$ cat config.mk
export PLATFORM = sky130hd
export DESIGN_NAME = lcd_top
export DESIGN_NICKNAME = d
export VERILOG_FILES = /design/src/logic/lcd_ctrl_pkg.sv /design/src/logic/lcd_req_if.sv /design/src/logic/lcd_xfer_if.sv /design/src/logic/lcd_request_reg.sv /design/src/logic/lcd_sequencer.sv /design/src/logic/lcd_nibble_writer.sv /design/src/logic/lcd_top.sv
export SDC_FILE = /design/constraint.sdc
export NUM_CORES = 1
export LEC_CHECK = 0
export BUFFER_PORTS_ARGS = -buffer_cell sky130_fd_sc_hd__buf_4
export CAP_MARGIN = 20
export CORE_MARGIN = 10
export CORE_UTILIZATION = 50
export DETAILED_ROUTE_END_ITERATION = 6
export PLACE_DENSITY_LB_ADDON = 0.25
export SYNTH_ARGS = -nofsm -noshare
export SYNTH_HDL_FRONTEND = slang
export SYNTH_SLANG_ARGS = --single-unit
$ cat constraint.sdc
create_clock -name clk -period 8.2 [get_ports clk]
set_clock_uncertainty 0.2 [all_clocks]
set_input_delay 0.41 -clock clk [delete_from_list [all_inputs] [get_ports clk]]
set_output_delay 0.41 -clock clk [all_outputs]
set_load 0.02 [all_outputs]
$ cat src/logic/lcd_ctrl_pkg.sv
package lcd_ctrl_pkg;

    // Host operation codes, as seen on the operation input
    typedef enum logic [1:0] {
        OP_NONE  = 2'b00,
        OP_DATA  = 2'b01, // Character write, RS high
        OP_INSTR = 2'b10, // Instruction write, RS low
        OP_CLEAR = 2'b11
    } op_t;

    // What the nibble writer does with one transfer
    typedef enum logic [1:0] {
        XFER_WAIT   = 2'b00, // Delay only, E stays low
        XFER_NIBBLE = 2'b01, // High nibble only
        XFER_BYTE   = 2'b10  // High nibble then low nibble
    } xfer_kind_t;

    typedef logic [3:0] nibble_t;   // LCD data bus DB7..DB4
    typedef logic [7:0] lcd_byte_t; // Command or character code

    // Delay counter width, covers the longest wait at 24 MHz
    localparam int TIMER_W = 20;

    // Power-up nibble, only bits 7:4 reach the bus
    localparam lcd_byte_t CMD_INIT = 8'h30;

    // 4-bit bus, 2 lines, 5x8 font
    localparam lcd_byte_t CMD_FUNCTION_SET = 8'h28;

    // Display on, cursor and blink off
    localparam lcd_byte_t CMD_DISPLAY_ON = 8'h0C;

    // Cursor moves right, no display shift
    localparam lcd_byte_t CMD_ENTRY_MODE = 8'h06;

    // Clear DDRAM and home the cursor
    localparam lcd_byte_t CMD_CLEAR = 8'h01;

endpackage

$ cat src/logic/lcd_req_if.sv
interface lcd_req_if;
    import lcd_ctrl_pkg::*;

    logic      valid;     // Request pending
    op_t       op;
    lcd_byte_t data_byte; // Held stable while valid
    logic      done;      // One-cycle pulse, settle wait included

    modport owner (
        output valid, op, data_byte,
        input  done
    );

    modport user (
        input  valid, op, data_byte,
        output done
    );

endinterface

$ cat src/logic/lcd_xfer_if.sv
interface lcd_xfer_if;
    import lcd_ctrl_pkg::*;

    logic               req;         // Single-cycle strobe while busy is low
    xfer_kind_t         kind;
    logic               rs;
    lcd_byte_t          data_byte;
    logic [TIMER_W-1:0] wait_cycles; // Settle time after the last nibble
    logic               busy;
    logic               done;        // Pulses as busy falls

    modport master (
        output req, kind, rs, data_byte, wait_cycles,
        input  busy, done
    );

    modport slave (
        input  req, kind, rs, data_byte, wait_cycles,
        output busy, done
    );

endinterface

$ cat src/logic/lcd_request_reg.sv
module lcd_request_reg (
    input  logic                    clk,
    input  logic                    flag_reset,
    input  logic                    start,
    input  lcd_ctrl_pkg::op_t       operation,
    input  lcd_ctrl_pkg::lcd_byte_t data_in,
    input  logic                    init_done,
    output logic                    ready,
    lcd_req_if.owner                req
);
    import lcd_ctrl_pkg::*;

    logic pending;
    logic accept;

    // Host may only start once init is over and nothing is queued
    assign ready  = init_done && !pending;
    assign accept = start && ready && (operation != OP_NONE); // OP_NONE never latches

    assign req.valid = pending;

    always_ff @(posedge clk) begin
        if (flag_reset) begin
            pending <= 1'b0;
        end else if (req.done) begin
            pending <= 1'b0; // Ready returns next cycle
        end else if (accept) begin
            pending <= 1'b1;
        end
    end

    // Copy of the request, so the host inputs are free after acceptance
    always_ff @(posedge clk) begin
        if (accept) begin
            req.op        <= operation;
            req.data_byte <= data_in;
        end
    end

endmodule

$ cat src/logic/lcd_sequencer.sv
module lcd_sequencer #(
    parameter int unsigned T_POWER_UP = 36000,
    parameter int unsigned T_INIT1    = 98400,
    parameter int unsigned T_INIT2    = 2400,
    parameter int unsigned T_INIT3    = 1008,
    parameter int unsigned T_CMD      = 2400,
    parameter int unsigned T_CLEAR    = 39360
) (
    input  logic       clk,
    input  logic       flag_reset,
    output logic       init_done,
    lcd_req_if.user    req,
    lcd_xfer_if.master xfer
);
    import lcd_ctrl_pkg::*;

    // Power-up script runs S_POWER to S_CLEAR in order
    typedef enum logic [3:0] {
        S_POWER,
        S_INIT1,
        S_INIT2,
        S_INIT3,
        S_FUNC,
        S_DISPLAY,
        S_ENTRY,
        S_CLEAR,
        S_IDLE,
        S_HOST
    } state_t;

    state_t state;
    logic   in_flight; // Current step handed to the writer

    // Transfer fields for the step in progress
    always_comb begin
        xfer.kind        = XFER_BYTE;
        xfer.rs          = 1'b0;
        xfer.data_byte   = CMD_CLEAR;
        xfer.wait_cycles = TIMER_W'(T_CMD);
        case (state)
            S_POWER: begin
                xfer.kind        = XFER_WAIT;
                xfer.wait_cycles = TIMER_W'(T_POWER_UP);
            end
            S_INIT1: begin
                xfer.kind        = XFER_NIBBLE;
                xfer.data_byte   = CMD_INIT;
                xfer.wait_cycles = TIMER_W'(T_INIT1);
            end
            S_INIT2: begin
                xfer.kind        = XFER_NIBBLE;
                xfer.data_byte   = CMD_INIT;
                xfer.wait_cycles = TIMER_W'(T_INIT2);
            end
            S_INIT3: begin
                xfer.kind        = XFER_NIBBLE;
                xfer.data_byte   = CMD_INIT;
                xfer.wait_cycles = TIMER_W'(T_INIT3);
            end
            S_FUNC:    xfer.data_byte = CMD_FUNCTION_SET;
            S_DISPLAY: xfer.data_byte = CMD_DISPLAY_ON;
            S_ENTRY:   xfer.data_byte = CMD_ENTRY_MODE;
            S_CLEAR:   xfer.wait_cycles = TIMER_W'(T_CLEAR);
            S_HOST: begin
                case (req.op)
                    OP_DATA: begin
                        xfer.rs        = 1'b1;
                        xfer.data_byte = req.data_byte;
                    end
                    OP_INSTR: xfer.data_byte = req.data_byte;
                    default:  xfer.wait_cycles = TIMER_W'(T_CLEAR); // Clear, OP_NONE never gets here
                endcase
            end
            default: ;
        endcase
    end

    // One strobe per step, only while the writer is free
    assign xfer.req = (state != S_IDLE) && !in_flight && !xfer.busy;

    assign req.done = (state == S_HOST) && xfer.done;

    always_ff @(posedge clk) begin
        if (flag_reset) begin
            state     <= S_POWER;
            in_flight <= 1'b0;
            init_done <= 1'b0;
        end else begin
            if (xfer.req) begin
                in_flight <= 1'b1;
            end
            if (xfer.done) begin
                in_flight <= 1'b0;
                case (state)
                    S_CLEAR: begin
                        state     <= S_IDLE;
                        init_done <= 1'b1; // Stays set until the next reset
                    end
                    S_HOST:  state <= S_IDLE;
                    default: state <= state_t'(state + 4'd1); // Next script step
                endcase
            end
            if ((state == S_IDLE) && req.valid) begin
                state <= S_HOST;
            end
        end
    end

endmodule

$ cat src/logic/lcd_nibble_writer.sv
module lcd_nibble_writer #(
    parameter int unsigned E_PULSE = 6
) (
    input  logic                  clk,
    input  logic                  flag_reset,
    lcd_xfer_if.slave             xfer,
    output lcd_ctrl_pkg::nibble_t lcd_data,
    output logic                  lcd_rs,
    output logic                  lcd_e
);
    import lcd_ctrl_pkg::*;

    typedef enum logic [1:0] {
        PH_E_HIGH, // First nibble, E high
        PH_E_LOW,  // Gap between the two nibbles
        PH_SECOND, // Low nibble, E high
        PH_SETTLE  // E low gap plus command wait
    } phase_t;

    localparam logic [TIMER_W-1:0] E_LAST = TIMER_W'(E_PULSE - 1);

    phase_t             phase;
    logic [TIMER_W-1:0] count;    // The single delay down-counter
    logic               is_byte;
    nibble_t            low_nib;
    logic [TIMER_W-1:0] wait_q;
    logic [TIMER_W-1:0] settle_last;

    // E low for one pulse width, then the command wait
    assign settle_last = TIMER_W'(E_PULSE) + wait_q - 1'b1;

    always_ff @(posedge clk) begin
        if (flag_reset) begin
            phase     <= PH_SETTLE;
            count     <= '0;
            xfer.busy <= 1'b0;
            xfer.done <= 1'b0;
            lcd_e     <= 1'b0;
            lcd_rs    <= 1'b0;
            lcd_data  <= '0;
        end else begin
            xfer.done <= 1'b0;
            if (!xfer.busy) begin
                if (xfer.req) begin
                    xfer.busy <= 1'b1;
                    if (xfer.kind == XFER_WAIT) begin
                        phase <= PH_SETTLE;
                        count <= xfer.wait_cycles - 1'b1; // Pins keep their values
                    end else begin
                        phase    <= PH_E_HIGH;
                        count    <= E_LAST;
                        lcd_e    <= 1'b1;
                        lcd_data <= xfer.data_byte[7:4]; // High nibble goes first
                        lcd_rs   <= xfer.rs;
                    end
                end
            end else if (count != '0) begin
                count <= count - 1'b1;
            end else begin
                case (phase)
                    PH_E_HIGH: begin
                        lcd_e <= 1'b0;
                        if (is_byte) begin
                            phase <= PH_E_LOW;
                            count <= E_LAST;
                        end else begin
                            phase <= PH_SETTLE;
                            count <= settle_last;
                        end
                    end
                    PH_E_LOW: begin
                        lcd_e    <= 1'b1;
                        lcd_data <= low_nib;
                        phase    <= PH_SECOND;
                        count    <= E_LAST;
                    end
                    PH_SECOND: begin
                        lcd_e <= 1'b0;
                        phase <= PH_SETTLE;
                        count <= settle_last;
                    end
                    PH_SETTLE: begin
                        xfer.busy <= 1'b0; // Free again as done pulses
                        xfer.done <= 1'b1;
                    end
                endcase
            end
        end
    end

    // Transfer details kept for the later phases
    always_ff @(posedge clk) begin
        if (!xfer.busy && xfer.req) begin
            is_byte <= (xfer.kind == XFER_BYTE);
            low_nib <= xfer.data_byte[3:0];
            wait_q  <= xfer.wait_cycles;
        end
    end

endmodule

$ cat src/logic/lcd_top.sv
module lcd_top #(
    parameter int unsigned E_PULSE    = 6,
    parameter int unsigned T_POWER_UP = 36000,
    parameter int unsigned T_INIT1    = 98400,
    parameter int unsigned T_INIT2    = 2400,
    parameter int unsigned T_INIT3    = 1008,
    parameter int unsigned T_CMD      = 2400,
    parameter int unsigned T_CLEAR    = 39360
) (
    input  logic                    clk,
    input  logic                    flag_reset,
    input  logic                    start,
    input  lcd_ctrl_pkg::op_t       operation,
    input  lcd_ctrl_pkg::lcd_byte_t data_in,
    output logic                    ready,
    output lcd_ctrl_pkg::nibble_t   lcd_data,
    output logic                    lcd_rs,
    output logic                    lcd_e
);

    logic init_done; // Power-up script finished

    lcd_req_if  req_bus ();
    lcd_xfer_if xfer_bus ();

    // Host side, holds one request at a time
    lcd_request_reg u_request_reg (
        .clk        (clk),
        .flag_reset (flag_reset),
        .start      (start),
        .operation  (operation),
        .data_in    (data_in),
        .init_done  (init_done),
        .ready      (ready),
        .req        (req_bus.owner)
    );

    lcd_sequencer #(
        .T_POWER_UP (T_POWER_UP),
        .T_INIT1    (T_INIT1),
        .T_INIT2    (T_INIT2),
        .T_INIT3    (T_INIT3),
        .T_CMD      (T_CMD),
        .T_CLEAR    (T_CLEAR)
    ) u_sequencer (
        .clk        (clk),
        .flag_reset (flag_reset),
        .init_done  (init_done),
        .req        (req_bus.user),
        .xfer       (xfer_bus.master)
    );

    // Drives the LCD pins
    lcd_nibble_writer #(
        .E_PULSE (E_PULSE)
    ) u_nibble_writer (
        .clk        (clk),
        .flag_reset (flag_reset),
        .xfer       (xfer_bus.slave),
        .lcd_data   (lcd_data),
        .lcd_rs     (lcd_rs),
        .lcd_e      (lcd_e)
    );

endmodule

# Word-level counts from Yosys, hierarchy flattened
# Cells that the tools add are included.
[word_totals]
register_bits = 72
latchBits = 0
mem_bits_rw = 0
rom_bits = 0
input_bits = 13
output_inout_bits = 7
word_cells = 115
memories = 0
[op_classes]
addsub = 5
n_mul = 0
div = 0
n_lt_le_gt_ge = 0
n_eq_ne = 22
n_shift = 0
mux = 37
n_bitwise = 2
n_reduce_logical = 32
[op_table]
columns = ["op", "n"]
rows = [
  ["20-bit 2-to-1 mux", 5],
  ["20-bit case mux with 5 select lines", 1],
  ["20-bit case mux with 3 select lines", 1],
  ["20-bit by 1-bit subtractor with 20-bit output, second input constant", 3],
  ["8-bit case mux with 5 select lines", 1],
  ["4-bit 2-to-1 mux", 8],
  ["3-bit by 20-bit adder with 20-bit output, first input constant", 1],
  ["20-bit nonzero test", 1],
  ["4-bit by 3-bit == test with 1-bit output, second input constant", 4],
  ["16-bit 2-to-1 mux", 1],
  ["2-bit OR reduction", 6],
  ["1-bit 2-to-1 mux", 11],
  ["2-bit 2-to-1 mux", 5],
  ["2-bit == test, second input constant", 4],
  ["4-bit by 2-bit == test with 1-bit output, second input constant", 2],
  ["4-bit == test, second input constant", 2],
  ["1-bit logical AND", 8],
  ["8-bit 2-to-1 mux", 1],
  ["4-bit != test, second input constant", 2],
  ["4-bit AND reduction", 2],
  ["2-bit case mux with 3 select lines", 1],
  ["3-bit AND reduction", 2],
  ["2-bit nonzero test", 3],
  ["3-bit OR reduction", 2],
  ["other kinds (14)", 21],
]

# Logic depth before layout (Yosys ltp)
[logic_depth]
word_depth = 8
ltp_mapped = 11
mapped_depth_nobuf = 9

# Modules after synthesis
# Synthesis repeated with hierarchy kept, for this count alone.
[unflattened]
hier_cells = 508
hier_area_um2 = 4583.1
[by_module_without_submodules]
columns = ["mod", "instances", "cells_each", "area_each_um2", "seq_area_each_um2"]
rows = [
  ["lcd_nibble_writer", 1, 397, 3518.4, 1351.3],
  ["lcd_sequencer", 1, 95, 703.2, 120.1],
  ["lcd_request_reg", 1, 16, 361.6, 320.3],
]

# Least setup slack after synthesis
# OpenSTA, ideal clock, no wires.
[synth_path]
path_type = "register to register"
start = "reg u_sequencer.state[0]"
end = "reg u_nibble_writer.lcd_data[0]"
setup_ns = 0.128
arrival_ns = 2.398
required_ns = 7.872
setup_slack_ns = 5.474
stages_incl_launch_ff = 11
n_path_buf = 2
period_less_slack_ns = 2.726
path_cell_list = "dfxtp_1 > inv_1 > ha_1 > buf_2 > nand3b_1 > and3_1 > clkbuf_1 > nand2_1 > a21boi_4 > mux2i_1 > nor2_1"
[synth_via]
elab_cells_between_ends = 21
cone_classes = "eq/ne (9); mux (5); reduce/logical (7)"
[synth_rtl]
columns = ["element", "line_no", "text"]
rows = [
  ["from (decl)", "lcd_sequencer.sv:31", "state_t state;"],
  ["from (signal assigned)", "lcd_sequencer.sv:100", "default: state <= state_t'(state + 4'd1);"],
  ["4-bit != test", "lcd_sequencer.sv:79", "assign xfer.req = (state != S_IDLE) && !in_flight && !xfer.busy;"],
  ["1-bit logical AND (2 in series)", "lcd_sequencer.sv:79", ""],
  ["named net u_nibble_writer.xfer.req", "lcd_xfer_if.sv:18", "input req, kind, rs, data_byte, wait_cycles,"],
  ["2-bit nonzero test (no source line)", "--", ""],
  ["4-bit AND reduction (no source line)", "--", ""],
  ["to (signal assigned)", "lcd_nibble_writer.sv:53", "lcd_data <= xfer.data_byte[7:4];"],
  ["to (signal assigned)", "lcd_nibble_writer.sv:73", "lcd_data <= low_nib;"],
  ["to (decl)", "lcd_nibble_writer.sv:7", "output lcd_ctrl_pkg::nibble_t lcd_data,"],
]
# The timed path passes the listed nets, and every way through them passes these cells. The select of a mux whose other input is x is not followed.
# A chain may end at the register's enable or synchronous reset.

# Worst setup path after layout
[layout_path]
start = "reg u_nibble_writer.xfer.busy"
end = "reg u_nibble_writer.count[10]"
[layout_via]
elab_chain_len = 4
elab_cells_between_ends = 6
cone_classes = "eq/ne (1); mux (1); reduce/logical (4)"
[layout_rtl]
columns = ["element", "line_no", "text"]
rows = [
  ["from (decl)", "lcd_xfer_if.sv:19", "output busy, done"],
  ["from (signal assigned)", "lcd_nibble_writer.sv:36", "xfer.busy <= 1'b0;"],
  ["from (signal assigned)", "lcd_nibble_writer.sv:45", "xfer.busy <= 1'b1;"],
  ["from (signal assigned)", "lcd_nibble_writer.sv:83", "xfer.busy <= 1'b0;"],
  ["1-bit logical NOT", "--", ""],
  ["1-bit logical AND", "lcd_sequencer.sv:79", ""],
  ["2-bit nonzero test (no source line)", "--", ""],
  ["2-bit AND reduction (no source line)", "--", ""],
  ["to (signal assigned)", "lcd_nibble_writer.sv:48", "count <= xfer.wait_cycles - 1'b1;"],
  ["to (signal assigned)", "lcd_nibble_writer.sv:58", "count <= count - 1'b1;"],
  ["to (signal assigned)", "lcd_nibble_writer.sv:68", "count <= settle_last;"],
  ["to (decl)", "lcd_nibble_writer.sv:23", "logic [TIMER_W-1:0] count;"],
]
# Parallel ways exist; a longest one is shown, timed or not.

==> run summary <==
=====================================================================================
Adder-cell share of the synthesized area ...............................       4.440%
Clock latency of the later-clocked register in the worst-skew pair .....      0.35 ns
Tightest Hold Check Type ............................................... input port to flip-flop
1st-pass router iterations .............................................            5
Largest driver fanout on the critical path .............................           27
Synthesis warning total ................................................            0
Share of async-settable or async-resettable flops after synthesis ......           0%
Hold path depth ........................................................            1
Unrepaired setup endpoints after global routing ........................           no
Die area ...............................................................    10450 µm²
Combinational family with the most area after synthesis ................ simple AND/OR/NAND/NOR gates
R2r worst-path depth ...................................................            5
HPWL after detailed placement ..........................................      5556 µm
Xor-xnor portion of the synthesized cell area ..........................       2.590%
Clock Root Buffer ...................................................... sky130_fd_sc_hd__clkbuf_8
Instance count of the mapped netlist ...................................          366
H-tree depth ...........................................................            3
Power density of the placed cells ...................................... 205.1 nW/µm²
Final worst path period share ..........................................       39.19%
Worst setup path category .............................................. flip-flop to flip-flop
Core Rows ..............................................................           29
Largest net degree at the start of global routing ......................           38
Post-Syn Nets ..........................................................          391
Seq cells post-synth ...................................................           62
Multiplexer area fraction after synthesis ..............................       1.258%
Max clock buf depth ....................................................            2
Highest-delay cell along the critical path ............................. sky130_fd_sc_hd__dfxtp_1
Number of setup buffers added after CTS ................................            0
Net count, final .......................................................          401
Total wirelength of the detailed-routed design .........................      7628 µm
TritonCTS clock tree ...................................................         done
Overall die width ......................................................     102.2 µm
Placer congestion estimate .............................................       0.9059
Worst hold slack .......................................................   0.03432 ns
Die Ht .................................................................     102.2 µm
Global-route wire length before repair .................................     12970 µm
Worst-path cell chain .................................................. inv_1, and3_1, a21oi_1, o21ai_0, a311oi_1
Worst slew margin ......................................................       32.59%
Number of input and output port buffers inserted .......................           19
Wire length per cell after detailed routing ............................     16.66 µm
Required time of the critical path .....................................      8.26 ns
Number of top-level design ports .......................................           20
Count of routing violations after the opening detailed-route iteration .          131
# DRC ..................................................................            0
Average size of a mapped cell ..........................................    9.240 µm²
Clock tree sinks .......................................................           62
Delay of the slowest critical-path stage ...............................      0.98 ns
Result of the run ...................................................... finished clean
Hold violation count in the final report ...............................            0
Number of enable flip-flop cells after synthesis .......................           25
Post-CTS Resized .......................................................            0
CP startpoint kind .....................................................    flip-flop
Syn-to-layout area delta ...............................................       9.397%
Buffering stage count on the worst path with inverters included ........            1
Cell depth of the worst setup path .....................................            5
Reg2Reg Setup Slack ....................................................      4.99 ns
Distinct cell type count after synthesis ...............................           63
End of the worst register-to-register path ............................. u_nibble_writer.count[10]
Max Transition Viols Final .............................................            0
Hold path endpoint ..................................................... u_request_reg.req.data_byte[0]
Initial standard-cell utilization of the core ..........................       52.36%
Number of global-route vias before repair ..............................         2750
GRT overflow ...........................................................            0
Most used flip-flop cell after synthesis ............................... sky130_fd_sc_hd__dfxtp_1
Overall track demand over capacity in global routing ...................       15.58%
Critical path endpoint category ........................................    flip-flop
Min-delay src ..........................................................   data_in[0]
Fin crit period ........................................................     3.214 ns
Area of the core .......................................................     6459 µm²
Part of the Yosys area used for sequential elements ....................       44.10%
Clk pin slew, worst setup/hold paths ...................................      0.07 ns
Number of diodes added for antenna fixing ..............................            0
Number of CTS-inserted buffers .........................................            9
Area of the mapped netlist .............................................     3382 µm²
Area fraction in compound gates after synthesis ........................       16.24%
Antenna violations before repair .......................................            0
Static leakage .........................................................     1.344 nW
Number of max-cap violations ...........................................            0
Layout cells sized above 1 .............................................       14.96%
Max Freq ...............................................................    311.2 MHz
Total number of vias ...................................................         2745
Synth Area in Simple Gates .............................................       26.79%
Via density per instance ...............................................        5.993
Critical path arrival ..................................................      3.28 ns
Startpoint of the lowest-slack register-to-register path ............... u_nibble_writer.xfer.busy
Slew at the pin closest to its max-slew limit ..........................     1.010 ns
Number of buffers inserted for hold repair after clock tree synthesis ..            0
Maximum VDD drop .......................................................    0.1138 mV
Remaining antenna violation count ......................................            0
Setup tns final ........................................................         0 ns
Number of failing setup endpoints in the final timing report ...........            0
Cell family with most CP delay .........................................   flip-flops
=====================================================================================
## logic make-up (layout without fill, tap and decap cells)
logic type               after synthesis  after routing
AO/OA/AOI/OAI                         77             77
XOR/XNOR                              10             10
adder cells (fa/ha/maj)               12             12
buffers and inverters                 36             51
flip-flops                            62             62
multiplexers                           4              4
AND/OR/NAND/NOR                      165            165
## cell usage after synthesis (3+ instances only)
cell / instances / area, µm²
sky130_fd_sc_hd__xnor2_1: 5 / 43.79
sky130_fd_sc_hd__and2_1: 4 / 25.02
sky130_fd_sc_hd__nand4_1: 10 / 62.56
sky130_fd_sc_hd__nor4_2: 3 / 37.54
sky130_fd_sc_hd__a31oi_1: 7 / 43.79
sky130_fd_sc_hd__a311oi_1: 3 / 26.28
sky130_fd_sc_hd__nor2_1: 43 / 161.4
sky130_fd_sc_hd__o21ai_0: 12 / 60.06
sky130_fd_sc_hd__or3_1: 4 / 25.02
sky130_fd_sc_hd__nor3_1: 26 / 130.1
sky130_fd_sc_hd__clkbuf_1: 14 / 52.55
sky130_fd_sc_hd__dfxtp_1: 37 / 740.7
sky130_fd_sc_hd__o21ai_1: 3 / 15.01
sky130_fd_sc_hd__edfxtp_1: 25 / 750.7
sky130_fd_sc_hd__nand3_1: 9 / 45.04
sky130_fd_sc_hd__nor4_4: 3 / 63.81
sky130_fd_sc_hd__o21a_1: 3 / 22.52
sky130_fd_sc_hd__nand2_1: 37 / 138.9
sky130_fd_sc_hd__ha_1: 12 / 150.1
sky130_fd_sc_hd__a22o_1: 3 / 26.28
sky130_fd_sc_hd__nor4_1: 3 / 18.77
sky130_fd_sc_hd__xor2_1: 5 / 43.79
sky130_fd_sc_hd__buf_2: 4 / 20.02
sky130_fd_sc_hd__a21oi_1: 22 / 110.1
sky130_fd_sc_hd__nor2b_1: 4 / 25.02
sky130_fd_sc_hd__inv_1: 16 / 60.06
## how the worst max path moves through the flow
stage | start | to | slack (ns)
3_3_place_gp | u_nibble_writer.xfer.busy | u_nibble_writer.count[10] | 5.12
4_1_cts | u_nibble_writer.xfer.busy | u_nibble_writer.count[10] | 4.99
6_report | u_nibble_writer.xfer.busy | u_nibble_writer.count[10] | 4.99
3_5_place_dp | u_nibble_writer.xfer.busy | u_nibble_writer.count[10] | 5.01
2_1_floorplan | u_sequencer.state[0] | u_nibble_writer.lcd_data[0] | 5.47
5_1_grt | u_nibble_writer.xfer.busy | u_nibble_writer.count[10] | 4.59
## placed cells by master, fill, tap and decap left out, drive strengths merged, types with 4 or more instances in the layout
| cell | netlist | routed |
|---|---|---|
| nor3 | 27 | 27 |
| buf | 6 | 19 |
| o21ai | 16 | 16 |
| nor4 | 9 | 9 |
| and2 | 4 | 4 |
| or3 | 4 | 4 |
| clkbuf | 14 | 9 |
| ha | 12 | 12 |
| xnor2 | 5 | 5 |
| a21oi | 22 | 22 |
| nand3 | 10 | 10 |
| a31oi | 7 | 7 |
| dfxtp | 37 | 37 |
| inv | 16 | 17 |
| nor2 | 44 | 44 |
| nor2b | 4 | 4 |
| or4 | 4 | 4 |
| a311oi | 4 | 4 |
| edfxtp | 25 | 25 |
| nand4 | 10 | 10 |
| xor2 | 5 | 5 |
| nand2 | 38 | 38 |
## through the flow
step                area, µm²  utilization [%]  cells  power [mW]  setup slack (ns)
finish                   3700            57.28    458      0.7587             4.986
global placement         3526            54.59    442      0.5258             5.122
CTS                      3700            57.28    458      0.7643             4.992
floorplan                3382                -    366      0.4927             5.474
detailed placement       3526            54.59    442      0.5278             5.012
global route             3700            57.28    458      0.7960             4.590
## sequential cells by signal (all words and copies together), names as in the netlist
| register | flops |
|---|---|
| u_nibble_writer.phase | 2 |
| u_sequencer.state | 4 |
| u_sequencer.in_flight | 1 |
| u_nibble_writer.lcd_data | 4 |
| u_request_reg.req.valid | 1 |
| u_request_reg.req.op | 2 |
| u_nibble_writer.lcd_rs | 1 |
| u_request_reg.req.data_byte | 8 |
| u_nibble_writer.is_byte | 1 |
| u_nibble_writer.xfer.busy | 1 |
| u_nibble_writer.count | 20 |
| u_nibble_writer.lcd_e | 1 |
| u_nibble_writer.xfer.done | 1 |
| u_nibble_writer.wait_q | 10 |
| u_nibble_writer.low_nib | 4 |
| u_sequencer.init_done | 1 |
## routing by layer
| layer | part of all wire (%) | vias to the layer above | GRT usage [%] | wire (µm) |
|---|---|---|---|---|
| met2 | 51 | 96 | 26.96 | 3871 |
| met5 | 0 | - | 0 | 0 |
| met3 | 5.7 | 24 | 3.981 | 433 |
| li1 | - | 1354 | - | - |
| met1 | 41 | 1271 | 17.25 | 3122 |
| met4 | 2.6 | 0 | 8.243 | 201 |
## where the power goes
group          internal (mW)  switching (mW)  leakage [nW]  total (mW)
logic                 0.0609          0.0971         0.739       0.158
registers              0.341          0.0249         0.523       0.365
clock network          0.110           0.126        0.0816       0.235
## final cells by class
class                           count  area, µm²
Clock buffer                        9      123.9
Fill cell                         560       2759
Timing Repair Buffer               19      142.6
Multi-Input combinational cell    268       1735
Clock inverter                      7      50.05
Tap cell                           77      96.34
Sequential cell                    62       1491
Inverter                           16      60.06
Note: power is estimated with default switching activity, not from simulation.
